### config.mk
export PLATFORM = sky130hd
export DESIGN_NAME = pc_sequencer
export DESIGN_NICKNAME = d
export VERILOG_FILES = /design/src/rtl/rvseed_pkg.sv /design/src/rtl/pc_sequencer.sv
export SDC_FILE = /design/constraint.sdc
export NUM_CORES = 1
export LEC_CHECK = 0
export ABC_AREA = 1
export BUFFER_PORTS_ARGS = -buffer_cell sky130_fd_sc_hd__buf_2
export CAP_MARGIN = 0
export CORE_ASPECT_RATIO = 1.25
export CORE_UTILIZATION = 49
export DETAILED_ROUTE_END_ITERATION = 16
export GPL_TIMING_DRIVEN = 0
export PLACE_DENSITY = 0.91
export SETUP_SLACK_MARGIN = 0.1
export SYNTH_ARGS = -nofsm -noshare
export SYNTH_HDL_FRONTEND = slang
export SYNTH_SLANG_ARGS = --single-unit
### constraint.sdc
create_clock -name clk -period 2.1 [get_ports clk]
set_clock_uncertainty 0.15 [all_clocks]
set_input_delay 0.105 -clock clk [delete_from_list [all_inputs] [get_ports clk]]
set_output_delay 0.105 -clock clk [all_outputs]
set_load 0.01 [all_outputs]
### src/rtl/rvseed_pkg.sv
package rvseed_pkg;

    localparam int xlen = 32;
    localparam logic [xlen-1:0] reset_vector = 32'h8000_0000;

    localparam int mem_words = 256;
    localparam int mem_addr_bits = 8;

    // RV32 major opcodes seen by the predecoder
    localparam logic [6:0] opc_load  = 7'b0000011;
    localparam logic [6:0] opc_store = 7'b0100011;
    localparam logic [6:0] opc_jal   = 7'b1101111;
    localparam logic [6:0] opc_jalr  = 7'b1100111;
    localparam logic [6:0] opc_op    = 7'b0110011;
    localparam logic [6:0] funct7_muldiv = 7'b0000001;

    typedef enum logic [1:0] {
        class_seq,
        class_mem,
        class_jalr,
        class_muldiv
    } instr_class_e;

    typedef enum logic [1:0] {
        lsu_idle,
        lsu_wait_grant,
        lsu_wait_data
    } lsu_state_e;

    typedef enum logic [1:0] {
        fetch_idle,
        fetch_wait_grant,
        fetch_wait_data
    } fetch_state_e;

    typedef struct packed {
        logic            req;
        logic            we;
        logic [xlen-1:0] addr;
        logic [xlen-1:0] wdata;
    } mem_req_t;

    typedef struct packed {
        logic            gnt;
        logic            rvalid;
        logic [xlen-1:0] rdata;
    } mem_rsp_t;

    // Results of the execute stage, which lives outside this block
    typedef struct packed {
        logic            redirect;
        logic [xlen-1:0] redirect_pc;
        logic            muldiv_done;
        logic [xlen-1:0] mem_addr;
        logic            mem_we;
    } ex_ctrl_t;

    function automatic instr_class_e predecode(input logic [31:0] word);
        instr_class_e cls;
        cls = class_seq;
        case (word[6:0])
            opc_load, opc_store: cls = class_mem;
            opc_jal, opc_jalr:   cls = class_jalr;
            opc_op: begin
                if (word[31:25] == funct7_muldiv) begin
                    cls = class_muldiv;
                end
            end
            default: cls = class_seq;
        endcase
        return cls;
    endfunction

endpackage

### src/rtl/pc_sequencer.sv
`timescale 1ns/1ps

module pc_sequencer (
    input  logic                           clk,
    input  logic                           rst_n,
    input  logic                           fetch_done,
    input  rvseed_pkg::instr_class_e       instr_class,
    input  logic                           lsu_done,
    input  rvseed_pkg::ex_ctrl_t           ex,
    output logic                           ena,
    output logic [rvseed_pkg::xlen-1:0]    pc
);

    // Class of the instruction whose completion is still outstanding
    logic                     pend_valid;
    rvseed_pkg::instr_class_e pend_class;
    // Jump seen at fetch_done, target not yet known
    logic                     jalr_wait;

    logic [rvseed_pkg::xlen-1:0] pc_plus4;

    assign pc_plus4 = pc + 32'd4;

    always_ff @(posedge clk or negedge rst_n) begin
        if (!rst_n) begin
            ena <= 1'b0;
        end else begin
            ena <= 1'b1;
        end
    end

    always_ff @(posedge clk or negedge rst_n) begin
        if (!rst_n) begin
            pc         <= rvseed_pkg::reset_vector;
            pend_valid <= 1'b0;
            pend_class <= rvseed_pkg::class_seq;
            jalr_wait  <= 1'b0;
        end else if (fetch_done) begin
            case (instr_class)
                rvseed_pkg::class_seq: begin
                    if (ex.redirect) begin
                        pc <= ex.redirect_pc;
                    end else begin
                        pc <= pc_plus4;
                    end
                end
                rvseed_pkg::class_jalr: begin
                    jalr_wait <= 1'b1;
                end
                default: begin
                    // Memory and mul/div wait for their own finish strobe
                    pend_valid <= 1'b1;
                    pend_class <= instr_class;
                end
            endcase
        end else if (jalr_wait) begin
            if (ex.redirect) begin
                pc        <= ex.redirect_pc;
                jalr_wait <= 1'b0;
            end
        end else if (pend_valid) begin
            if (pend_class == rvseed_pkg::class_mem && lsu_done) begin
                pc         <= pc_plus4;
                pend_valid <= 1'b0;
            end else if (pend_class == rvseed_pkg::class_muldiv && ex.muldiv_done) begin
                pc         <= pc_plus4;
                pend_valid <= 1'b0;
            end
        end
    end

endmodule

==> impl_metrics.env <==
export IMPL_run_status="finished clean"
export IMPL_fin_nets=574
export IMPL_grt_usage_pct=29.7
export IMPL_max_stage_delay_ps=410
export IMPL_vias=3164
export IMPL_min_period_ps=1910
export IMPL_grt_max_degree=38
export IMPL_grt_overflow=0
export IMPL_async_flop_share_pct=100
export IMPL_crit_slowest_cell="dfrtp_1"
export IMPL_ios=106
export IMPL_antenna_found_initial=0
export IMPL_synth_ff_type="dfrtp_1"
export IMPL_synth_simple_area_share_pct=35.4
export IMPL_synth_xor_area_share_pct=0.658
export IMPL_multiInputGateArea_um2=1490
export IMPL_worst_pin_slew_ps=856
export IMPL_cp_common_cell="nand2_2"
export IMPL_routed_via_density=5.62
export IMPL_cts_buffer_depth=2
export IMPL_syn_area_um2=2660
export IMPL_yosys_area_share_adder_pct=0.470
export IMPL_crit_arrival_ps=1950
export IMPL_dpl_cell_area_um2=3100
export IMPL_cts_tree="yes"
export IMPL_grt_pass1_vias=2858
export IMPL_wl_um=8280
export IMPL_leakage_nw=1.76
export IMPL_design_area_um2=3530
export IMPL_grt_pass1_wl_um=12900
export IMPL_layout_drive_gt1_share_pct=25.9
export IMPL_start_util_pct=51.7
export IMPL_layout_common_cells="nand2_1 (121), buf_2 (75), inv_1 (38)"
export IMPL_ant_nets=0
export IMPL_synth_compound_area_share_pct=17.8
export IMPL_cp_data_required_time_ps=2140
export IMPL_ctsRootBufferMaster="clkbuf_8"
export IMPL_ys_top_cells_by_area="dfrtp_1 (34%), nand2_1 (17%), nor2_1 (5.5%)"
export IMPL_ir_drop_mv=0.383
export IMPL_synth_distinct_cells=38
export IMPL_synth_cells=390
export IMPL_crit_path_max_fanout=8
export IMPL_synth_seq_area_share_pct=34.8
export IMPL_ctsHtreeMaxLevel=2
export IMPL_rsz0062_at_grt="false"
export IMPL_rows=29
export IMPL_synth_edf_count=0
export IMPL_dp_slack_ps=257
export IMPL_drc=0
export IMPL_postSynthAreaPerCell_um2=6.82
export IMPL_clkLatencyLatePin_ps=300
export IMPL_min_delay_path_class="in2reg"
export IMPL_relSlewSlack_pct=42.9
export IMPL_num_antenna_cells=0
export IMPL_startpoint_type="flip-flop"
export IMPL_final_common_cell="nand2_1"
export IMPL_fin_util_pct=68.5
export IMPL_maxCapViolCount=0
export IMPL_fin_ws_ps=187
export IMPL_dr_first_iter_drc_count=477
export IMPL_dr_pass1_iters=6
export IMPL_synthesis_nets=464
export IMPL_seqCellArea_um2=927
export IMPL_end_kind="flip-flop"
export IMPL_routedWlPerCell_um=14.7
export IMPL_port_buffers=72
export IMPL_synth_top_area_share_pct=33.9
export IMPL_ys_warn_count=0
export IMPL_hold_viol_final=0
export IMPL_numCtsBuffers=5
export IMPL_slew_viol_final=0
export IMPL_path_class="reg2reg"
export IMPL_powerDensity_nw_per_um2=884
export IMPL_ys_ff_latch=37
export IMPL_fin_tns_setup_ps=0
export IMPL_synth_top_family_by_area="simple AND/OR/NAND/NOR gates"
export IMPL_die_w_um=67.9
export IMPL_core_area_um2=5150
export IMPL_cts_sinks=37
export IMPL_die_y_um=84.4
export IMPL_gp_congestion=0.908
export IMPL_synth_top_area_cell="dfrtp_1"
export IMPL_setup_violations=0
export IMPL_die_area_um2=5730
export IMPL_synth_mux_area_share_pct=0.846
export IMPL_clk_pin_slew_ps=80
export IMPL_synthToLayoutAreaGrowth_pct=32.7
export IMPL_fillers=416
export IMPL_hpwl_um=5590
export IMPL_path_cells="ha_2 -> nand2_2 -> nor2_4 -> nand2_4 -> nor2_8 -> nand2_2 -> nor2_2 -> nand2_1 -> nand3_1 -> a21boi_1"
export IMPL_fmax_mhz=523
export IMPL_min_period_over_period_pct=91.1
[final timing paths]
path	from	end	slack, ps	depth (start not counted)
max in group asynchronous	rst_n	pc[25]$_DFFE_PN0P_	960	2
max	pc[2]$_DFFE_PN0P_	pc[26]$_DFFE_PN0P_	190	10
max reg2reg	pc[2]$_DFFE_PN0P_	pc[26]$_DFFE_PN0P_	190	10
min reg2reg	pend_class[0]$_DFFE_PN0P_	pend_class[0]$_DFFE_PN0P_	330	2
min in group asynchronous	rst_n	pc[8]$_DFFE_PN0P_	300	2
min	ex[36]	pc[2]$_DFFE_PN0P_	6	5
[cell usage after synthesis, types with 6 or more instances]
library cell    n
inv_1          38
nand3_1        23
nor2_1         39
a21oi_1        20
o22ai_1         6
o21ai_0        16
nand2_1       123
o21ai_1        22
buf_6           6
dfrtp_1        36
nor2_2          9
[flip-flops by register name (all words and copies together) (netlist names)]
register and count:
jalr_wait 1, pend_class 2, ena 1, pc 32, pend_valid 1
[final cells by class]
| cell class | count | share of cell area, % |
|---|---|---|
| plain buffers | 12 | 2.98 |
| clock buffers | 7 | 2.45 |
| clock inverters | 1 | 0.850 |
| inverters | 42 | 4.46 |
| multi-input cells | 299 | 42.2 |
| flip-flops and latches | 37 | 26.3 |
| well taps | 62 | 2.20 |
| repair buffers | 103 | 18.6 |
[cells by family after synthesis]
family / after synthesis
buffers and inverters: 54
AO/OA/AOI/OAI: 81
multiplexers: 2
other: 1
adder cells (fa/ha/maj): 1
AND/OR/NAND/NOR: 212
XOR/XNOR: 2
flip-flops: 37
[critical path: cells and delay by family, from the launching register on]
kind	cells	cell delay [ps]
fa+ha+maj	1	210
flops	1	410
compound gates	1	60
simple gates	8	950
[per-layer routing]
metal	up-vias	track usage (%)	share of wire [%]	wire length [µm]
li1	1480	-	-	-
met1	1411	35.0	36	2990
met2	223	48.3	49	4030
met3	50	7.34	10	827
met4	0	15.7	5.2	429
met5	-	0	0	0
[stage by stage]
step	total power, W	hold slack, ps	std cells
after floorplan	0.00190	-341	390
after global placement	0.00230	103	524
after detailed placement	0.00235	119	524
after CTS	0.00304	2.19	558
after global routing	0.00330	7.51	563
final	0.00312	5.87	563
[what timing repair did]
action,CTS,global route
endpoints found under the setup margin,0,5
hold buffers,26,0
setup buffers,0,5
hold endpoints to repair,62,0
gates resized for setup,0,6
[power breakdown]
group	internal (W)	switching [W]	total [W]
clock network	0.000388	0.000284	0.000672
registers	0.000907	0.000249	0.00116
logic	0.000507	0.000788	0.00130
total	0.00180	0.00132	0.00312
No activity file was read; power rests on OpenSTA's default activity.
