`src/rtl/rvseed_pkg.sv`:
```
package rvseed_pkg;

    localparam int xlen = 32;
    localparam logic [xlen-1:0] reset_vector = 32'h8000_0000;

    localparam int mem_words = 256;
    localparam int mem_addr_bits = 8;

    // RV32 major opcodes seen by the predecoder
    localparam logic [6:0] opc_load  = 7'b0000011;
    localparam logic [6:0] opc_store = 7'b0100011;
    localparam logic [6:0] opc_jal   = 7'b1101111;
    localparam logic [6:0] opc_jalr  = 7'b1100111;
    localparam logic [6:0] opc_op    = 7'b0110011;
    localparam logic [6:0] funct7_muldiv = 7'b0000001;

    typedef enum logic [1:0] {
        class_seq,
        class_mem,
        class_jalr,
        class_muldiv
    } instr_class_e;

    typedef enum logic [1:0] {
        lsu_idle,
        lsu_wait_grant,
        lsu_wait_data
    } lsu_state_e;

    typedef enum logic [1:0] {
        fetch_idle,
        fetch_wait_grant,
        fetch_wait_data
    } fetch_state_e;

    typedef struct packed {
        logic            req;
        logic            we;
        logic [xlen-1:0] addr;
        logic [xlen-1:0] wdata;
    } mem_req_t;

    typedef struct packed {
        logic            gnt;
        logic            rvalid;
        logic [xlen-1:0] rdata;
    } mem_rsp_t;

    // Results of the execute stage, which lives outside this block
    typedef struct packed {
        logic            redirect;
        logic [xlen-1:0] redirect_pc;
        logic            muldiv_done;
        logic [xlen-1:0] mem_addr;
        logic            mem_we;
    } ex_ctrl_t;

    function automatic instr_class_e predecode(input logic [31:0] word);
        instr_class_e cls;
        cls = class_seq;
        case (word[6:0])
            opc_load, opc_store: cls = class_mem;
            opc_jal, opc_jalr:   cls = class_jalr;
            opc_op: begin
                if (word[31:25] == funct7_muldiv) begin
                    cls = class_muldiv;
                end
            end
            default: cls = class_seq;
        endcase
        return cls;
    endfunction

endpackage

```
`src/rtl/mem_arbiter.sv`:
```
`timescale 1ns/1ps

module mem_arbiter (
    input  logic                    clk,
    input  logic                    rst_n,
    input  rvseed_pkg::mem_req_t    lsu_req,
    input  rvseed_pkg::mem_req_t    fetch_req,
    input  logic [31:0]             mem_rdata,
    output rvseed_pkg::mem_rsp_t    lsu_rsp,
    output rvseed_pkg::mem_rsp_t    fetch_rsp,
    output rvseed_pkg::mem_req_t    mem_req
);

    logic lsu_gnt;
    logic fetch_gnt;
    // Owner of the read that returns in the current cycle
    logic lsu_rd_pend;
    logic fetch_rd_pend;

    // Load/store side always wins
    assign lsu_gnt   = lsu_req.req;
    assign fetch_gnt = fetch_req.req && !lsu_req.req;

    // With no request at all fetch_req.req is low, so the memory idles
    assign mem_req = lsu_req.req ? lsu_req : fetch_req;

    always_ff @(posedge clk or negedge rst_n) begin
        if (!rst_n) begin
            lsu_rd_pend   <= 1'b0;
            fetch_rd_pend <= 1'b0;
        end else begin
            lsu_rd_pend   <= lsu_gnt && !lsu_req.we;
            fetch_rd_pend <= fetch_gnt && !fetch_req.we;
        end
    end

    assign lsu_rsp.gnt    = lsu_gnt;
    assign lsu_rsp.rvalid = lsu_rd_pend;
    assign lsu_rsp.rdata  = mem_rdata;

    assign fetch_rsp.gnt    = fetch_gnt;
    assign fetch_rsp.rvalid = fetch_rd_pend;
    assign fetch_rsp.rdata  = mem_rdata;

endmodule

```
`config.mk`:
```
export PLATFORM = sky130hd
export DESIGN_NAME = mem_arbiter
export DESIGN_NICKNAME = d
export VERILOG_FILES = /design/src/rtl/rvseed_pkg.sv /design/src/rtl/mem_arbiter.sv
export SDC_FILE = /design/constraint.sdc
export NUM_CORES = 1
export LEC_CHECK = 0
export ABC_AREA = 1
export BUFFER_PORTS_ARGS = -buffer_cell sky130_fd_sc_hd__buf_2
export CORE_AREA = 2 2 115 117
export CTS_BUF_LIST = sky130_fd_sc_hd__clkbuf_4 sky130_fd_sc_hd__clkbuf_8
export DETAILED_ROUTE_END_ITERATION = 10
export DIE_AREA = 0 0 117 119
export GPL_TIMING_DRIVEN = 1
export PLACE_DENSITY = 0.42
export SKIP_CTS_REPAIR_TIMING = 1
export SLEW_MARGIN = 20
export SYNTH_ARGS = -nofsm -noshare
export SYNTH_HDL_FRONTEND = slang
export SYNTH_SLANG_ARGS = --single-unit
export TNS_END_PERCENT = 10
```
`constraint.sdc`:
```
create_clock -name clk -period 1.3 [get_ports clk]
set_clock_uncertainty 0.2 [all_clocks]
set_input_delay 0.13 -clock clk [delete_from_list [all_inputs] [get_ports clk]]
set_output_delay 0.13 -clock clk [all_outputs]
set_load 0.005 [all_outputs]
```
==> reports/qor.csv, run 1 <==
stage;metric;value;unit
status;status;complete, but fails checks;
status;failing checks;negative hold slack;
synthesis;Synth Flop Type;dfrtp_1;
placed_design;port buffer count;203;
flow_run;MaxCap Viol Count;0;
die;core area;0.0129;mm²
setup_path;CP Capture Type;output port;
synthesis;largest cells by area after synthesis;nand2_1 (53%), buf_4 (38%), buf_2 (4.3%);
detailed_routing;DR WL/cell;9.23;µm
global_route;global-route wire length before repair;7350;µm
clock_tree;CTS tree;built;
synthesis;Seq cells post-synth;2;
synthesis;sequential share of the synthesized area;0.0359;
timing;Final setup viols;0;
timing;Final Hold Viols;1;
clock_tree;TritonCTS buffer count;3;
clock_tree;Reg clk slew, reported paths;0.03;ns
detailed_routing;final routed DRC violation total;0;
placed_design;Placed Area;0.00212;mm²
global_route;total congestion overflow;0;
clock_tree;Clock Tree Root;clkbuf_8;
detailed_routing;Iter 0 DRT Violations;36;
die;Die Y;119;µm
setup_path;Max FO, Critical Path;40;
timing;final setup TNS;0;ns
global_route;vias in the first global route;1650;
synthesis;largest area contributor in the netlist;nand2_1;
setup_path;Critical Path Sink;mem_req[64];
detailed_routing;Final ANT Viol Nets;0;
die;Core Rows;42;
synthesis;mapped cell area;0.00139;mm²
timing;RSZ-0062 raised after global routing;false;
cells_and_area;nets;584;
cells_and_area;Finished Core Util;0.170;
placed_design;Post-DP HPWL;4450;µm
power_and_ir_drop;worst vdd ir;188;µV
synthesis;Yosys top cell area share;0.528;
timing;Highest Clock Rate;837;MHz
timing;slew margin rel.;0.879;
synthesis;syn avg cell area;4.89;µm²
synthesis;Synth top cells by count;nand2_1 (196), buf_4 (70), buf_2 (12);
die;Die Wd;117;µm
die;Starting Density;0.108;
power_and_ir_drop;PD cells;430;mW/mm²
global_route;initial antenna violation count;0;
detailed_routing;Routed Wire Length;5460;µm
clock_tree;clock buffer depth;2;
detailed_routing;via count;1972;
global_route;largest net degree at the start of global routing;41;
cells_and_area;finished layout cell area;0.00219;mm²
clock_tree;Max H-tree Level;1;
timing;actual slew at the worst max-slew pin;0.181;ns
min_path;HP Class;input port to flip-flop;
setup_path;type of origin of the critical path;input port;
die;I/O pin cnt;300;
timing;Slew Limit Fails;0;
timing;Hold WS;-0.0100;ns
setup_path;launch point of the critical path;lsu_req[65];
synthesis;synth unique cells;8;
cells_and_area;# diodes;0;
setup_path;Critical Path RT;0.97;ns
die;die area;0.0139;mm²
timing;Tmin final;1.19;ns
setup_path;Critical Path AT;0.86;ns
synthesis;Post-synth EDFFs;0;
placed_design;GP Congestion;0.707;
cells_and_area;Area growth syn-to-layout;57.6;%
power_and_ir_drop;Pleak;1.50;nW
cells_and_area;layout cells sized above 1;0.507;
timing;final period utilization;0.919;
global_route;GRT Total Usage;0.0668;
synthesis;Syn Nets;451;
clock_tree;clock sink count;2;
detailed_routing;length of the first detailed-routing pass in iterations;4;
synthesis;FFs w/ async S/R, synth;1.00;
detailed_routing;vias per cell;3.33;
synthesis;Mapped Cells;285;
synthesis;Yosys Warn Count;0;
setup_path;Crit Path Class;input port to output port;
synthesis;most common cell in the netlist;nand2_1;
==> per-layer routing <==
layer / part of all wire / GRT usage / vias up
li1: - / - / 1033
met1: 0.37 / 0.0630 / 780
met2: 0.48 / 0.128 / 138
met3: 0.13 / 0.0132 / 21
met4: 0.028 / 0.0404 / 0
met5: 0 / 0 / -
==> sequential cells by signal, summed over array words and instances (netlist names) <==
register / count
fetch_rd_pend: 1
lsu_rd_pend: 1
==> worst min-delay path by stage <==
stage / startpoint / end / cells past startpoint / slack, ns
after floorplan: rst_n / fetch_rd_pend / 0 / -0.37
after global placement: rst_n / fetch_rd_pend / 1 / -0.28
after detailed placement: rst_n / fetch_rd_pend / 1 / -0.28
after CTS: rst_n / fetch_rd_pend / 1 / -0.51
after global routing: fetch_req[65] / fetch_rd_pend / 3 / 0.005
final: fetch_req[65] / fetch_rd_pend / 3 / -0.01
==> area by class of cell <==
class,instances,area [µm²]
clock buffers,3,41.3
well taps,176,220
flip-flops and latches,2,50.0
inverters,2,7.51
multi-input cells,199,749
fillers,1497,10700
repair buffers,210,1130
==> cells in the final DEF, fill, tap and decap left out <==
cell / n
buf_12: 4
buf_2: 203
clkbuf_8: 3
dfrtp_1: 2
dlygate4sd3_1: 3
inv_1: 1
inv_2: 1
nand2_1: 196
nor2_1: 2
or2_1: 1
==> power by group <==
part | total [mW] | switching (mW) | leakage (nW) | internal [mW]
clock network | 0.242 | 0.0467 | 0.0216 | 0.196
logic | 0.636 | 0.290 | 1.46 | 0.346
registers | 0.0661 | 0.000607 | 0.0263 | 0.0655
total | 0.944 | 0.337 | 1.50 | 0.607
==> metrics by stage <==
step | setup WS [ns] | power (mW) | instances
final | 0.106 | 0.944 | 592
after global routing | 0.0266 | 1.06 | 592
after CTS | 0.0796 | 0.959 | 589
after detailed placement | 0.0826 | 0.705 | 586
after global placement | 0.0819 | 0.713 | 586
after floorplan | 0.369 | 0.471 | 285
==> kinds of logic (layout without fill, tap and decap cells) <==
| kind of cell | after synthesis | in the layout | synth area share |
|---|---|---|---|
| simple gates | 199 | 199 | 0.538 |
| buf+inv | 84 | 215 | 0.426 |
| flops | 2 | 2 | 0.0359 |
==> critical path, cell delays in order <==
cell     delay (ns)
buf_2          0.14
inv_2          0.11
buf_12         0.20
nand2_1        0.07
nand2_1        0.07
buf_2          0.11
Note: power is estimated with default switching activity, not from simulation.
==> run 2: changes to the inputs <==
- CELL_PAD_IN_SITES_DETAIL_PLACEMENT: default -> 2
- CELL_PAD_IN_SITES_GLOBAL_PLACEMENT: default -> 2
- CORE_AREA: 2 2 115 117 -> default
- CORE_ASPECT_RATIO: default -> 1.1
- CORE_UTILIZATION: default -> 10
- DIE_AREA: 0 0 117 119 -> default
- HOLD_SLACK_MARGIN: default -> 0.03
- PLACE_DENSITY: 0.42 -> 0.95
==> run 2 against run 1 <==
- the flow now finishes without violations
- sequential cell count unchanged
- cell count up 1.5%
- first-iteration DRC count down 42%
- clock-buffer cell count unchanged
- final area up 0.91%
- critical path depth unchanged
- global-route usage up 2.3 points
- via count up 7.9%
- combinational power up 3.5%
- largest power group unchanged
==> reports/qor.csv, run 2 (synthesis results as in run 1) <==
stage;metric;value;unit
power_and_ir_drop;worst vdd ir;177;µV
timing;Final WS setup;0.107;ns
detailed_routing;Final ANT Viol Nets;0;
power_and_ir_drop;PD cells;437;mW/mm²
setup_path;CP Capture Type;output port;
die;Die Y;126;µm
detailed_routing;vias per cell;3.54;
die;Die Wd;115;µm
cells_and_area;fillcell total;1722;
global_route;global-route wire length before repair;10300;µm
die;I/O pin cnt;300;
detailed_routing;final routed DRC violation total;0;
setup_path;Largest stage delay, worst path;0.20;ns
setup_path;Critical Path AT;0.86;ns
cells_and_area;Area growth syn-to-layout;59.0;%
timing;Highest Clock Rate;838;MHz
cells_and_area;Regs by FF count;fetch_rd_pend: 1 flops, lsu_rd_pend: 1 flops;
timing;Slew Limit Fails;0;
global_route;initial antenna violation count;0;
cells_and_area;# diodes;0;
die;Starting Density;0.104;
placed_design;GP Congestion;0.747;
timing;RSZ-0062 raised after global routing;false;
clock_tree;Reg clk slew, reported paths;0.03;ns
clock_tree;TritonCTS buffer count;3;
status;status;completed;
cells_and_area;commonest non-fill, non-tap cell in the layout;buf_2;
die;core area;0.0134;mm²
timing;Final setup viols;0;
detailed_routing;Routed Wire Length;7050;µm
clock_tree;Max H-tree Level;1;
timing;actual slew at the worst max-slew pin;0.169;ns
detailed_routing;via count;2127;
clock_tree;clock sink count;2;
cells_and_area;most frequent cells in the layout;buf_2 (203), nand2_1 (196), dlygate4sd3_1 (4), buf_12 (4), clkbuf_8 (3);
timing;final setup TNS;0;ns
detailed_routing;length of the first detailed-routing pass in iterations;4;
timing;final period utilization;0.917;
placed_design;port buffer count;203;
global_route;vias in the first global route;2227;
cells_and_area;layout cells sized above 1;0.506;
timing;slew margin rel.;0.887;
placed_design;pre-CTS setup slack;0.0906;ns
clock_tree;Clock Tree Root;clkbuf_8;
setup_path;Cell Chain, Critical Path;buf_2 > inv_2 > buf_12 > nand2_1 > nand2_1 > buf_2;
clock_tree;CTS tree;built;
global_route;total congestion overflow;0;
cells_and_area;Finished Core Util;0.166;
global_route;GRT Total Usage;0.0893;
flow_run;MaxCap Viol Count;0;
clock_tree;clock buffer depth;2;
setup_path;critical path's slowest cell;buf_12;
setup_path;type of origin of the critical path;input port;
timing;Final Hold Viols;0;
global_route;largest net degree at the start of global routing;38;
setup_path;Max FO, Critical Path;37;
setup_path;Crit Path Class;input port to output port;
cells_and_area;nets;585;
die;Core Rows;44;
setup_path;Critical Path RT;0.97;ns
detailed_routing;Iter 0 DRT Violations;21;
detailed_routing;DR WL/cell;11.7;µm
power_and_ir_drop;Pleak;1.51;nW
placed_design;Post-DP HPWL;6210;µm
die;die area;0.0144;mm²
timing;Tmin final;1.19;ns
min_path;HP Class;input port to flip-flop;
-- run 2: changes by cell type in the layout (fill, tap and decap cells not counted), sizes merged --
cell | previous run | this run
dlygate4sd3 | 3 | 4
-- run 2: through the flow --
step	hold slack [ns]	cells	total power [mW]	cell area, µm²
floorplan	-0.366	285	0.471	1390
detailed placement	-0.279	594	0.733	2130
global placement	-0.285	594	0.706	2130
global route	0.0238	601	1.07	2210
CTS	-0.502	597	0.989	2170
finish	0.0109	601	0.969	2210
-- run 2: per-layer routing --
metal | wire length [µm] | track usage
met3 | 635 | 0.0159
met4 | 266 | 0.0451
met5 | 0 | 0
met2 | 3980 | 0.194
met1 | 2170 | 0.0723
-- run 2: layout make-up --
type | count | area, µm² | area share
clock buffer | 3 | 41.3 | 0.0186
inverter | 2 | 7.51 | 0.00339
tap | 184 | 230 | 0.104
sequential | 2 | 50.0 | 0.0226
timing repair buffer | 211 | 1140 | 0.513
multi-input combinational | 199 | 749 | 0.338
-- run 2: critical path, delay by kind of cell --
family	cells	cell delay (ns)
and+or+nand+nor	2	0.14
buffers and inverters	4	0.56
-- run 2: where the power goes --
| part | total, mW | leakage (nW) | switching, mW | internal (mW) |
|---|---|---|---|---|
| combinational | 0.658 | 1.46 | 0.310 | 0.348 |
| sequential | 0.0664 | 0.0263 | 0.000851 | 0.0655 |
| clock | 0.244 | 0.0216 | 0.0485 | 0.196 |
| total | 0.969 | 1.51 | 0.359 | 0.610 |
-- run 2: path summary, 6_finish.rpt --
kind,start,to,slack [ns],cells past startpoint
setup / recovery,lsu_req[65],mem_req[47],0.11,6
hold / removal,fetch_req[65],fetch_rd_pend,0.01,3
max in group asynchronous,rst_n,fetch_rd_pend,0.20,3
min in group asynchronous,rst_n,lsu_rd_pend,0.58,3
==> run 3: changes to the inputs <==
- clock period: 1.3 -> 1.5 ns (I/O delays scaled with it)
==> run 3 against run 2 <==
- total power is 13% lower
- first-iteration DRC count is 48% lower
- sequential power shrank 13%
- clock power shrank 14%
- critical path type unchanged
- critical endpoint is now mem_req[64]
==> reports/qor.csv, run 3 (synthesis results as in run 1) <==
stage;metric;value;unit
global_route;largest net degree at the start of global routing;38;
clock_tree;Reg clk slew, reported paths;0.03;ns
clock_tree;CTS tree;built;
timing;slew margin rel.;0.887;
timing;actual slew at the worst max-slew pin;0.169;ns
timing;Slew Limit Fails;0;
clock_tree;clock sink count;2;
detailed_routing;Final ANT Viol Nets;0;
global_route;GRT Max-Usage Layer;met2;
cells_and_area;# diodes;0;
global_route;GRT met2 Usage;0.201;
status;status;completed;
die;core area;0.0134;mm²
detailed_routing;Routed Wire Length;7150;µm
die;Die Wd;115;µm
setup_path;Max FO, Critical Path;2;
clock_tree;Max H-tree Level;1;
cells_and_area;nets;584;
detailed_routing;vias per cell;3.58;
timing;Final Hold Viols;0;
global_route;met3 Resource Use GR;0.0159;
timing;Final setup viols;0;
detailed_routing;via count;2150;
die;Core Rows;44;
setup_path;Crit Path Class;input port to output port;
global_route;initial antenna violation count;0;
power_and_ir_drop;Pleak;1.50;nW
min_path;worst hold path cell count;3;
die;Starting Density;0.104;
setup_path;Critical Path AT;1.06;ns
power_and_ir_drop;PD cells;382;mW/mm²
clock_tree;TritonCTS buffer count;3;
global_route;met1 usage in global routing;0.0726;
placed_design;GP Congestion;0.741;
timing;Highest Clock Rate;711;MHz
setup_path;type of origin of the critical path;input port;
die;die area;0.0144;mm²
cells_and_area;Regs by FF count;fetch_rd_pend: 1 flops, lsu_rd_pend: 1 flops;
detailed_routing;Iter 0 DRT Violations;11;
cells_and_area;fillcell total;1720;
detailed_routing;length of the first detailed-routing pass in iterations;3;
flow_run;MaxCap Viol Count;0;
min_path;HP Class;input port to flip-flop;
die;I/O pin cnt;300;
cells_and_area;commonest non-fill, non-tap cell in the layout;buf_2;
global_route;total congestion overflow;0;
placed_design;port buffer count;203;
global_route;global-route wire length before repair;10500;µm
cells_and_area;most frequent cells in the layout;buf_2 (203), nand2_1 (196), buf_12 (4);
detailed_routing;DR WL/cell;11.9;µm
global_route;vias in the first global route;2332;
clock_tree;Clock Tree Root;clkbuf_8;
placed_design;Post-DP HPWL;6310;µm
min_path;worst hold start;fetch_req[65];
cells_and_area;Finished Core Util;0.165;
timing;final setup TNS;0;ns
min_path;WHS Endpoint;fetch_rd_pend;
timing;final period utilization;0.937;
global_route;GRT Total Usage;0.0920;
cells_and_area;Area growth syn-to-layout;58.3;%
detailed_routing;final routed DRC violation total;0;
die;Die Y;126;µm
clock_tree;clock buffer depth;2;
timing;RSZ-0062 raised after global routing;false;
cells_and_area;layout cells sized above 1;0.507;
setup_path;CP Capture Type;output port;
power_and_ir_drop;worst vdd ir;138;µV
timing;Tmin final;1.41;ns
setup_path;Critical Path RT;1.15;ns
power_and_ir_drop;Tot Pwr;0.841;mW
[run 3: where the power goes]
part / total [mW] / leakage, nW / internal (mW) / switching, mW
Sequential: 0.0575 / 0.0263 / 0.0568 / 0.000669
Combinational: 0.572 / 1.46 / 0.300 / 0.272
Clock: 0.211 / 0.0216 / 0.170 / 0.0419
[run 3: critical path: stages]
cell and delay, ns:
dlygate4sd3_1 0.54, buf_2 0.13, nand2_1 0.06, nand2_1 0.05
buf_2 0.13
[run 3: worst max-delay path by stage]
stage	start	cells past startpoint	to
floorplan	lsu_req[65]	5	mem_req[24]
global placement	lsu_req[65]	6	mem_req[10]
detailed placement	lsu_req[65]	6	mem_req[34]
CTS	lsu_req[65]	6	mem_req[34]
global route	fetch_req[64]	5	mem_req[64]
finish	lsu_req[64]	5	mem_req[64]
[run 3: area by class of cell]
class	count	area, µm²	share of cell area
Clock buffer	3	41.3	0.0187
Inverter	2	7.51	0.00341
Multi-Input combinational cell	199	749	0.340
Sequential cell	2	50.0	0.0227
Tap cell	184	230	0.104
Timing Repair Buffer	210	1130	0.511
[run 3: per-layer routing]
layer / wire length (µm) / vias up / share of wire
li1: - / 1033 / -
met1: 2120 / 955 / 0.30
met2: 4130 / 121 / 0.58
met3: 609 / 41 / 0.085
met4: 292 / 0 / 0.041
met5: 0 / - / 0
[run 3: metrics by stage]
step / area [µm²] / instances / hold slack (ns) / worst slack, ns
after detailed placement: 2130 / 594 / -0.259 / 0.238
after global routing: 2200 / 600 / 0.0504 / 0.0545
after global placement: 2130 / 594 / -0.265 / 0.296
after floorplan: 1390 / 285 / -0.346 / 0.529
after CTS: 2170 / 597 / -0.483 / 0.237
final: 2200 / 600 / 0.0356 / 0.0938
