$ cat src/rtl/rvseed_pkg.sv
package rvseed_pkg;

    localparam int xlen = 32;
    localparam logic [xlen-1:0] reset_vector = 32'h8000_0000;

    localparam int mem_words = 256;
    localparam int mem_addr_bits = 8;

    // RV32 major opcodes seen by the predecoder
    localparam logic [6:0] opc_load  = 7'b0000011;
    localparam logic [6:0] opc_store = 7'b0100011;
    localparam logic [6:0] opc_jal   = 7'b1101111;
    localparam logic [6:0] opc_jalr  = 7'b1100111;
    localparam logic [6:0] opc_op    = 7'b0110011;
    localparam logic [6:0] funct7_muldiv = 7'b0000001;

    typedef enum logic [1:0] {
        class_seq,
        class_mem,
        class_jalr,
        class_muldiv
    } instr_class_e;

    typedef enum logic [1:0] {
        lsu_idle,
        lsu_wait_grant,
        lsu_wait_data
    } lsu_state_e;

    typedef enum logic [1:0] {
        fetch_idle,
        fetch_wait_grant,
        fetch_wait_data
    } fetch_state_e;

    typedef struct packed {
        logic            req;
        logic            we;
        logic [xlen-1:0] addr;
        logic [xlen-1:0] wdata;
    } mem_req_t;

    typedef struct packed {
        logic            gnt;
        logic            rvalid;
        logic [xlen-1:0] rdata;
    } mem_rsp_t;

    // Results of the execute stage, which lives outside this block
    typedef struct packed {
        logic            redirect;
        logic [xlen-1:0] redirect_pc;
        logic            muldiv_done;
        logic [xlen-1:0] mem_addr;
        logic            mem_we;
    } ex_ctrl_t;

    function automatic instr_class_e predecode(input logic [31:0] word);
        instr_class_e cls;
        cls = class_seq;
        case (word[6:0])
            opc_load, opc_store: cls = class_mem;
            opc_jal, opc_jalr:   cls = class_jalr;
            opc_op: begin
                if (word[31:25] == funct7_muldiv) begin
                    cls = class_muldiv;
                end
            end
            default: cls = class_seq;
        endcase
        return cls;
    endfunction

endpackage

$ cat src/rtl/fetch_port.sv
`timescale 1ns/1ps

module fetch_port (
    input  logic                           clk,
    input  logic                           rst_n,
    input  logic                           ena,
    input  logic [rvseed_pkg::xlen-1:0]    pc,
    input  rvseed_pkg::mem_rsp_t           rsp,
    output rvseed_pkg::mem_req_t           req,
    output logic                           fetch_done,
    output rvseed_pkg::instr_class_e       instr_class,
    output logic [31:0]                    instr
);

    rvseed_pkg::fetch_state_e    state;
    logic [rvseed_pkg::xlen-1:0] last_pc;
    logic                        last_valid;
    logic                        new_pc;

    // A fetch is owed whenever the sequencer shows a PC not yet read
    assign new_pc = ena && (!last_valid || pc != last_pc);

    assign req.req   = (state == rvseed_pkg::fetch_wait_grant);
    assign req.we    = 1'b0;
    assign req.addr  = last_pc;
    assign req.wdata = '0;

    always_ff @(posedge clk or negedge rst_n) begin
        if (!rst_n) begin
            state      <= rvseed_pkg::fetch_idle;
            last_pc    <= '0;
            last_valid <= 1'b0;
            fetch_done <= 1'b0;
        end else begin
            fetch_done <= 1'b0;
            case (state)
                rvseed_pkg::fetch_idle: begin
                    if (new_pc) begin
                        last_pc    <= pc;
                        last_valid <= 1'b1;
                        state      <= rvseed_pkg::fetch_wait_grant;
                    end
                end
                rvseed_pkg::fetch_wait_grant: begin
                    if (rsp.gnt) begin
                        state <= rvseed_pkg::fetch_wait_data;
                    end
                end
                rvseed_pkg::fetch_wait_data: begin
                    if (rsp.rvalid) begin
                        fetch_done <= 1'b1;
                        state      <= rvseed_pkg::fetch_idle;
                    end
                end
                default: state <= rvseed_pkg::fetch_idle;
            endcase
        end
    end

    always_ff @(posedge clk) begin
        if (state == rvseed_pkg::fetch_wait_data && rsp.rvalid) begin
            instr       <= rsp.rdata;
            instr_class <= rvseed_pkg::predecode(rsp.rdata);
        end
    end

endmodule

$ cat config.mk
export PLATFORM = sky130hd
export DESIGN_NAME = fetch_port
export DESIGN_NICKNAME = d
export VERILOG_FILES = /design/src/rtl/rvseed_pkg.sv /design/src/rtl/fetch_port.sv
export SDC_FILE = /design/constraint.sdc
export NUM_CORES = 1
export LEC_CHECK = 0
export BUFFER_PORTS_ARGS = -buffer_cell sky130_fd_sc_hd__buf_2
export CAP_MARGIN = 20
export CORE_MARGIN = 4
export CORE_UTILIZATION = 41
export CTS_BUF_LIST = sky130_fd_sc_hd__clkbuf_4
export DETAILED_ROUTE_END_ITERATION = 7
export PLACE_DENSITY = 0.72
export SYNTH_ARGS = -nofsm -noshare
export SYNTH_HDL_FRONTEND = slang
export SYNTH_SLANG_ARGS = --single-unit
$ cat constraint.sdc
create_clock -name clk -period 4.2 [get_ports clk]
set_clock_uncertainty 0.15 [all_clocks]
set_input_delay 0.21 -clock clk [delete_from_list [all_inputs] [get_ports clk]]
set_output_delay 0.21 -clock clk [all_outputs]
set_load 0.01 [all_outputs]
==> results of run 1 <==
==> timing repair <==
item                                   CTS  global route
endpoints found under the hold margin   97             0
hold buffers                            60             0
buffers inserted                         0             0
==> worst max-delay path, stage by stage <==
cell and delay [ns]:
dlygate4sd3_1 0.55, buf_2 0.14, xor2_1 0.14, nor4_1 0.28, and3_2 0.85, and3_1 0.30, o21bai_1 0.07
==> power breakdown <==
group	switching [W]	internal, W
registers	0.000196	0.000936
clock network	0.000248	0.000308
logic	0.000583	0.000498
total	0.00103	0.00174
==> cells by family (layout without fill, tap and decap cells) <==
kind of cell	count (synthesis)	count (layout)
xor+xnor	32	32
buf+inv	58	221
compound gates	57	57
flops	70	70
other cells	1	33
simple gates	122	122
==> flip-flops by register name, summed over array words and instances (netlist names) <==
name and cells:
fetch_done 1, instr 32, instr_class 2, last_pc 32, last_valid 1, state 2
==> cell type report <==
class | count | area, um2
Multi-Input combinational cell | 244 | 1500
Fill cell | 716 | 3640
Tap cell | 108 | 135
Clock inverter | 6 | 111
Inverter | 2 | 7.51
Timing Repair Buffer | 203 | 1330
Clock buffer | 10 | 75.1
Sequential cell | 70 | 1920
==> cells in the final DEF (no fill, tap or decap), types with 2 or more instances in the layout <==
master	Yosys	routed
xor2_1	4	4
bufinv_16	0	3
buf_2	7	136
buf_4	33	7
a21o_1	26	26
dfrtp_1	36	36
inv_1	2	2
nand2_1	48	48
nand3_1	28	28
dlygate4sd3_1	0	60
xnor2_1	28	28
clkbuf_4	0	10
conb_1	1	33
nor4_1	3	3
edfxtp_1	34	34
nand4_1	33	33
a2bb2oi_1	26	26
==> through the flow <==
step | worst slack (ns) | area (um2) | total power, W | hold WS [ns] | utilization [%]
floorplan | 1.65 | 3800 | 0.00180 | -0.236 | -
global placement | 1.95 | 4290 | 0.00215 | 0.228 | 49.2
detailed placement | 1.84 | 4290 | 0.00219 | 0.227 | 49.2
CTS | 1.83 | 5080 | 0.00280 | 0.000731 | 58.3
global route | 1.67 | 5080 | 0.00297 | 0.0213 | 58.3
finish | 1.80 | 5080 | 0.00277 | 0.0317 | 58.3
==> cell usage after synthesis, drive strengths merged <==
library cell and instances:
o31ai 1, xnor2 28, o21bai 1, and2 1
o22ai 1, and3 2, nand3 28, a21o 26
nor4 4, edfxtp 34, a2bb2oi 26, nand2b 1
nor2b 1, nand2 48, o21ai 1, nor2 2
buf 45, dfrtp 36, nor4bb 1, conb 1
inv 2, clkbuf 11, a21boi 1, xor2 4
nand4 33, nor3 1
==> worst min path at each step <==
stage | slack, ns | startpoint | depth (start not counted) | endpoint
after CTS | 0.0007 | pc[14] | 4 | last_pc[14]$_DFFE_PN0P_
after floorplan | -0.24 | rst_n | 0 | fetch_done$_DFF_PN0_
after detailed placement | 0.23 | rst_n | 1 | last_pc[25]$_DFFE_PN0P_
after global placement | 0.23 | rst_n | 1 | last_pc[25]$_DFFE_PN0P_
after global routing | 0.02 | pc[17] | 4 | last_pc[17]$_DFFE_PN0P_
final | 0.03 | pc[14] | 4 | last_pc[14]$_DFFE_PN0P_
==> routing by layer <==
layer  track usage, %  wire [um]
met4             5.75         79
met3             5.55       1070
met1             23.2       4240
met2             30.9       4680
met5                0          0
==> impl_metrics.ini, run 1 <==
[pwr]
peakVddDrop_mv = 0.296
leakage_nw = 2.33
power_density_nw_per_um2 = 545

[yosys]
ys_seq_elements = 70
syn_area_per_cell_um2 = 10.8
synth_area_leaders = edfxtp_1, dfrtp_1, buf_4
synthDistinctLibCells = 29
synthAdderAreaFrac_pct = 0
synthSimpleGateAreaFrac_pct = 17.0
synth_xor_area_share_pct = 7.62
syn_area_um2 = 3680
yosys_warnings = 0
synth-seq-area-share_pct = 52.3
synth_top_family_by_area = simple AND/OR/NAND/NOR gates
synth_compound_area_share_pct = 12.4
synth.area.mux_share_pct = 0
syn_inst = 340
synth_largest_area_cell = edfxtp_1
synth_top_area_share_pct = 27.8

[floorplanning]
start_util_pct = 42.2
pin_count = 170
rows = 34
die_area_um2 = 10500
die_h_um = 103
coreArea_um2 = 8720
die_w_um = 103

[worst_setup_path]
r2r_setup_slack_ns = 1.83
path_max_fanout = 53
cp-startpoint = pc[22]
setup.worst_path.end_class = register
path_class = input port to register
r2r_start = last_pc[22]$_DFFE_PN0P_
r2r_cells = 5
required_ns = 4.33
rr_endpoint = last_valid$_DFFE_PN0P_
startpoint_type = input port
worstSetupEndpoint = last_valid$_DFFE_PN0P_
arrival_ns = 2.53

[finish]
fin_cells = 643
n_antenna_cell = 0
syn2layout_area_growth_pct = 38.2
nNetsFinal = 599
drive_gt1_share_pct = 30.5

[clock_network]
cts_buffers = 9
htree_num_levels = 3
cts_tree = built
cts.repair.resized = 0
cts_max_path_buffers = 2
clock-sinks = 70
cts_root_buf = clkbuf_4
clkLatencyLatePin_ns = 0.41
clkTransAtPathRegs_ns = 0.12

[timing]
setup_viol = 0
period_needed_ns = 2.40
hold_violations = 0
finalSetupTns_ns = 0
maxSlewHeadroom_pct = 37.6
rsz0062_at_grt = false
max_freq_mhz = 417
drv_slew = 0
worst_pin_slew_ns = 0.936
fin_crit_sh_pct = 57.1

[placed_design]
dp_hpwl_um = 6660
place.detailed.instances = 567
place.gp.congestion = 0.798
io_buffers = 136

[detailed_routing]
drtIter0Drc = 180
drc = 0
ant_nets = 0
vias = 3259
wl_per_cell_um = 15.7
vias_per_cell = 5.07
drt-total-wl_um = 10100
firstDrtPassIters = 4

[global_routing]
antenna_found_initial = 0
grt_pass1_wl_um = 15400
gr-total-overflow = 0
track_usage_pct = 18.6
grt_max_degree = 54
first_global_vias = 3175

[outcome]
status = complete, no violations

[min_path]
hold_path.class = input port to register

[flow_run]
max-cap-violations = 0
Power figures use the tool's default switching activity.
==> run 2, diff against run 1 <==
--- a/config.mk
+++ b/config.mk
@@ -5,13 +5,14 @@
 export SDC_FILE = /design/constraint.sdc
 export NUM_CORES = 1
 export LEC_CHECK = 0
+export ABC_AREA = 1
 export BUFFER_PORTS_ARGS = -buffer_cell sky130_fd_sc_hd__buf_2
 export CAP_MARGIN = 20
 export CORE_MARGIN = 4
 export CORE_UTILIZATION = 41
 export CTS_BUF_LIST = sky130_fd_sc_hd__clkbuf_4
 export DETAILED_ROUTE_END_ITERATION = 7
-export PLACE_DENSITY = 0.72
+export PLACE_DENSITY = 0.76
 export SYNTH_ARGS = -nofsm -noshare
 export SYNTH_HDL_FRONTEND = slang
 export SYNTH_SLANG_ARGS = --single-unit
==> constraint.sdc (replaced) <==
create_clock -name clk -period 2 [get_ports clk]
set_clock_uncertainty 0.15 [all_clocks]
set_input_delay 0.1 -clock clk [delete_from_list [all_inputs] [get_ports clk]]
set_output_delay 0.1 -clock clk [all_outputs]
set_load 0.01 [all_outputs]
==> impl_metrics.ini, run 2 <==
[outcome]
status = complete, no violations

[worst_setup_path]
crit_slowest_cell = dfrtp_1
required_ns = 2.15
startpoint_type = register
path_class = register to register
arrival_ns = 1.99
r2r_setup_slack_ns = 0.16
crit_top_cell = nand2_1
setup.worst_path.end_class = register
cp_top_family = simple AND/OR/NAND/NOR gates
path_max_fanout = 17
crit_buf_inv = 1
slowest_delay_ns = 0.44
path_cells = xnor2_1, nand2_1, nor2_1, nand2_1, nor2_1, nand3_2, buf_4, nand3_1, nand2_1

[timing]
finalSetupTns_ns = 0
drv_slew = 0
period_needed_ns = 1.84
hold_violations = 0
maxSlewHeadroom_pct = 45.0
worst_pin_slew_ns = 0.825
fin_crit_sh_pct = 91.8
hold_ws_ns = 0.131
max_freq_mhz = 545
setup_viol = 0

[pwr]
pwr-share-seq_pct = 45.1
leakage_nw = 2.57
power.switching_w = 0.00202
power_density_nw_per_um2 = 1050
pwr-share-clk_pct = 15.6
combPwrFrac_pct = 39.3
finalPower_w = 0.00508
internal-power_w = 0.00307
peakVddDrop_mv = 0.549
switching_share_pct = 39.7

[yosys]
yosys_warnings = 0
ys.flop_type = dfrtp_1
synth-seq-area-share_pct = 56.9
synth_largest_area_cell = edfxtp_1
synthDistinctLibCells = 24
ys_seq_elements = 70
async_flop_share_pct = 51.4
synth_most_common_cell = nand2_1
syn_area_per_cell_um2 = 8.85
syn_inst = 382
synth_top_area_share_pct = 30.2
synth.top_cells.by_count = nand2_1, inv_1, dfrtp_1, edfxtp_1
synth_area_leaders = edfxtp_1, dfrtp_1, nand2_1
synth_edf_count = 34
syn_area_um2 = 3380

[finish]
drive_gt1_share_pct = 27.0
n_antenna_cell = 0
reg_top3 = instr (32), last_pc (32)
nNetsFinal = 660
syn2layout_area_growth_pct = 43.7
mostFrequentLayoutCells = nand2_1, buf_2, dlygate4sd3_1
final_common_cell = nand2_1
nFillCells = 683

[clock_network]
cts_max_path_buffers = 2
cts_tree = built
htree_num_levels = 3
cts_buffers = 9
clkLatencyLatePin_ns = 0.40
clkTransAtPathRegs_ns = 0.11
cts_setup_buffers = 0
cts_root_buf = clkbuf_4
clock-sinks = 70

[global_routing]
antenna_found_initial = 0
grt_pass1_wl_um = 15000
track_usage_pct = 19.5
gr-total-overflow = 0
grt_max_degree = 37
first_global_vias = 3046

[detailed_routing]
vias = 3099
drtIter0Drc = 115
vias_per_cell = 4.44
wl_per_cell_um = 13.7
ant_nets = 0
drc = 0
firstDrtPassIters = 5
drt-total-wl_um = 9540

[flow_run]
max-cap-violations = 0

[placed_design]
place.gp.congestion = 0.812
dp_hpwl_um = 6600
io_buffers = 136

[floorplanning]
die_w_um = 98.8
die_area_um2 = 9760
pin_count = 170
start_util_pct = 42.8
rows = 32
die_h_um = 98.8
coreArea_um2 = 7890

[min_path]
hold_path.class = input port to register
run 2: changes by cell type in the layout (fill, tap and decap cells not counted), moves of 14 or more:
cell       delta
nand2_1      +93
inv_1        +50
a21o_1       -26
nor2_1       +14
xnor2_1      -20
nand4_1      -30
a2bb2oi_1    -26
run 2: cell type report:
| class | count | area, um2 | area share, % |
|---|---|---|---|
| clock buffers | 11 | 82.6 | 1.70 |
| multi-input cells | 249 | 1090 | 22.4 |
| repair buffers | 208 | 1400 | 28.9 |
| flip-flops and latches | 70 | 1920 | 39.6 |
| clock inverters | 5 | 37.5 | 0.773 |
| inverters | 53 | 199 | 4.10 |
| well taps | 102 | 128 | 2.63 |
run 2: worst reg2reg max path, delay by kind of cell, from the launching register on:
kind                      cells  cell delay [ns]
xor gates and xnor gates      1             0.17
buffers and inverters         1             0.25
and+or+nand+nor               7             0.74
DFF                           1             0.44
run 2: final timing paths:
path | startpoint | endpoint | depth (start not counted)
max in group asynchronous | rst_n | last_pc[5]$_DFFE_PN0P_ | 2
min in group asynchronous | rst_n | last_pc[28]$_DFFE_PN0P_ | 2
worst min register to register | last_valid$_DFFE_PN0P_ | last_valid$_DFFE_PN0P_ | 2
worst max-delay path | last_pc[22]$_DFFE_PN0P_ | last_pc[25]$_DFFE_PN0P_ | 9
worst max register to register | last_pc[22]$_DFFE_PN0P_ | last_pc[25]$_DFFE_PN0P_ | 9
worst min-delay path | ena | last_valid$_DFFE_PN0P_ | 4
run 2: metrics by stage:
stage,std cells,setup WS (ns),utilization (%),instance area [um2]
2_1_floorplan,414,0.118,-,3500
5_1_grt,698,-0.00499,61.6,4860
4_1_cts,698,0.147,61.5,4850
3_3_place_gp,615,0.220,51.4,4060
6_report,698,0.164,61.6,4860
3_5_place_dp,615,0.185,51.4,4060
run 2: cells by family after synthesis:
family	share of synthesized area (%)
buf+inv	15.0
xor+xnor	2.07
flops	56.9
other cells	0.111
simple gates	24.5
compound gates	1.44
run 2: repair_timing:
| item | in CTS | in global routing |
|---|---|---|
| endpoints found under the hold margin | 104 | 0 |
| hold buffers | 67 | 0 |
| gates resized for setup | 0 | 1 |
| endpoints found under the setup margin | 0 | 34 |
run 2: layer usage:
layer | vias up | track usage [%] | wire length [um]
met3 | 15 | 2.90 | 444
met2 | 101 | 35.8 | 5280
met4 | 0 | 7.14 | 175
met5 | - | 0 | 0
met1 | 1440 | 22.8 | 3640
li1 | 1543 | - | -
run 2: power groups by stage:
stage                     logic [W]  clock network [W]  registers (W)
after floorplan             0.00102                  0        0.00246
after global placement      0.00186                  0        0.00230
after detailed placement    0.00190                  0        0.00232
after CTS                   0.00201           0.000834        0.00229
after global routing        0.00225           0.000897        0.00236
final                       0.00200           0.000791        0.00229
==> run 3, diff against run 2 <==
--- a/config.mk
+++ b/config.mk
@@ -9,10 +9,11 @@
 export BUFFER_PORTS_ARGS = -buffer_cell sky130_fd_sc_hd__buf_2
 export CAP_MARGIN = 20
 export CORE_MARGIN = 4
-export CORE_UTILIZATION = 41
+export CORE_UTILIZATION = 43
 export CTS_BUF_LIST = sky130_fd_sc_hd__clkbuf_4
 export DETAILED_ROUTE_END_ITERATION = 7
-export PLACE_DENSITY = 0.76
+export MAX_ROUTING_LAYER = met4
+export PLACE_DENSITY = 0.79
 export SYNTH_ARGS = -nofsm -noshare
 export SYNTH_HDL_FRONTEND = slang
 export SYNTH_SLANG_ARGS = --single-unit
==> impl_metrics.ini, run 3 (synthesis results as in run 2) <==
[worst_setup_path]
r2r_start = last_pc[23]$_DFFE_PN0P_
r2r_setup_slack_ns = 0.08
setup.worst_path.end_class = register
startpoint_type = register
required_ns = 2.21
crit_slowest_cell = dfrtp_1
path_class = register to register
cp_top_family = simple AND/OR/NAND/NOR gates
r2r_cells = 12
path_cells = inv_1, nand2_1, nand2_1, inv_1, nand2_1, nor2_1, nand2_1, nor2_2, nand3_4, nand2_4, nand2_1, nand2_1
slowest_delay_ns = 0.40
arrival_ns = 2.13
crit_buf_inv = 2
crit_top_cell = nand2_1
rr_endpoint = last_pc[27]$_DFFE_PN0P_
path_max_fanout = 17

[finish]
nNetsFinal = 662
finish.instance_area_um2 = 4940
reg_top3 = instr (32), last_pc (32)
mostFrequentLayoutCells = nand2_1, buf_2, dlygate4sd3_1
final_core_util_pct = 64.3
final_common_cell = nand2_1
n_antenna_cell = 0
drive_gt1_share_pct = 27.6
syn2layout_area_growth_pct = 46.3

[pwr]
internal-power_w = 0.00332
pwr-share-clk_pct = 19.5
combPwrFrac_pct = 38.7
power.switching_w = 0.00216
pwr-share-seq_pct = 41.7
leakage_nw = 2.61
switching_share_pct = 39.4
power_density_nw_per_um2 = 1110
finalPower_w = 0.00548
peakVddDrop_mv = 0.589

[placed_design]
place.gp.congestion = 0.818
io_buffers = 136
pre_cts_ws_ns = 0.154
dp_hpwl_um = 6690
place_area_um2 = 4060

[timing]
hold_violations = 0
max_freq_mhz = 521
setup_ws_ns = 0.0797
drv_slew = 0
setup_viol = 0
period_needed_ns = 1.92
worst_pin_slew_ns = 0.845
fin_crit_sh_pct = 96.0
maxSlewHeadroom_pct = 43.7
hold_ws_ns = 0.0799

[outcome]
status = complete, no violations

[floorplanning]
coreArea_um2 = 7690
rows = 32
die_w_um = 96.7
die_area_um2 = 9340
start_util_pct = 44.0
pin_count = 170
die_h_um = 96.7

[detailed_routing]
drc = 0
drt-total-wl_um = 10100
vias_per_cell = 4.63
ant_nets = 0
drtIter0Drc = 162
wl_per_cell_um = 14.4
vias = 3242
firstDrtPassIters = 5

[global_routing]
grt_pass1_wl_um = 15600
gr-total-overflow = 0
first_global_vias = 3234
antenna_found_initial = 0
track_usage_pct = 21.4
grt_max_degree = 37

[clock_network]
clock-sinks = 70
cts_buffers = 9
cts_max_path_buffers = 2
cts_tree = built
cts_root_buf = clkbuf_4
clkTransAtPathRegs_ns = 0.12
htree_num_levels = 3
clkLatencyLatePin_ns = 0.42

[min_path]
hold_depth = 4
worst_hold_startpoint = ena
whs_endpoint = state[0]$_DFFE_PN0P_
hold_path.class = input port to register

[flow_run]
max-cap-violations = 0
==> run 3: repair_timing <==
item | 4_1_cts | 5_1_grt
hold buffers | 67 | 0
endpoints found under the hold margin | 104 | 0
resized for setup | 0 | 6
endpoints found under the setup margin | 0 | 34
buffers inserted | 0 | 1
==> run 3: how the worst max path moves through the flow <==
stage	slack, ns	depth (start not counted)	startpoint	to
after global routing	-0.009	11	last_pc[0]$_DFFE_PN0P_	last_pc[27]$_DFFE_PN0P_
final	0.08	12	last_pc[23]$_DFFE_PN0P_	last_pc[27]$_DFFE_PN0P_
after global placement	0.24	8	last_pc[22]$_DFFE_PN0P_	state[0]$_DFFE_PN0P_
after floorplan	0.12	2	state[0]$_DFFE_PN0P_	instr[0]$_DFFE_PP_
after detailed placement	0.15	11	last_pc[31]$_DFFE_PN0P_	state[0]$_DFFE_PN0P_
after CTS	0.13	11	last_pc[31]$_DFFE_PN0P_	state[0]$_DFFE_PN0P_
==> run 3: cell type report <==
class,instances,area (um2)
fillers,646,2740
flip-flops and latches,70,1920
repair buffers,209,1420
multi-input cells,250,1110
inverters,53,199
well taps,102,128
clock inverters,6,93.8
clock buffers,10,75.1
==> run 3: per-layer routing <==
| layer | global-route usage, % | vias to the layer above | wire [um] |
|---|---|---|---|
| met1 | 22.2 | 1484 | 3610 |
| met5 | - | - | 0 |
| li1 | - | 1542 | - |
| met4 | 11.9 | 0 | 532 |
| met3 | 2.60 | 48 | 521 |
| met2 | 39.0 | 168 | 5450 |
==> run 3: per-stage QoR <==
stage | instances | setup TNS [ns]
finish | 700 | 0
global route | 700 | -0.0101
CTS | 698 | 0
detailed placement | 615 | 0
global placement | 615 | 0
floorplan | 414 | 0
==> run 3: worst reg2reg max path, stage by stage, from the launching register on <==
cell	delay [ns]
dfrtp_1	0.40
inv_1	0.07
nand2_1	0.10
nand2_1	0.06
inv_1	0.05
nand2_1	0.06
nor2_1	0.12
nand2_1	0.08
nor2_2	0.18
nand3_4	0.17
nand2_4	0.25
nand2_1	0.11
nand2_1	0.08
==> run 3: power groups by stage <==
stage                     Sequential [W]  Combinational (W)  Clock, W
after detailed placement         0.00231            0.00192         0
after CTS                        0.00228            0.00204   0.00109
after global placement           0.00228            0.00188         0
after floorplan                  0.00246            0.00102         0
final                            0.00229            0.00212   0.00107
after global routing             0.00234            0.00235   0.00115
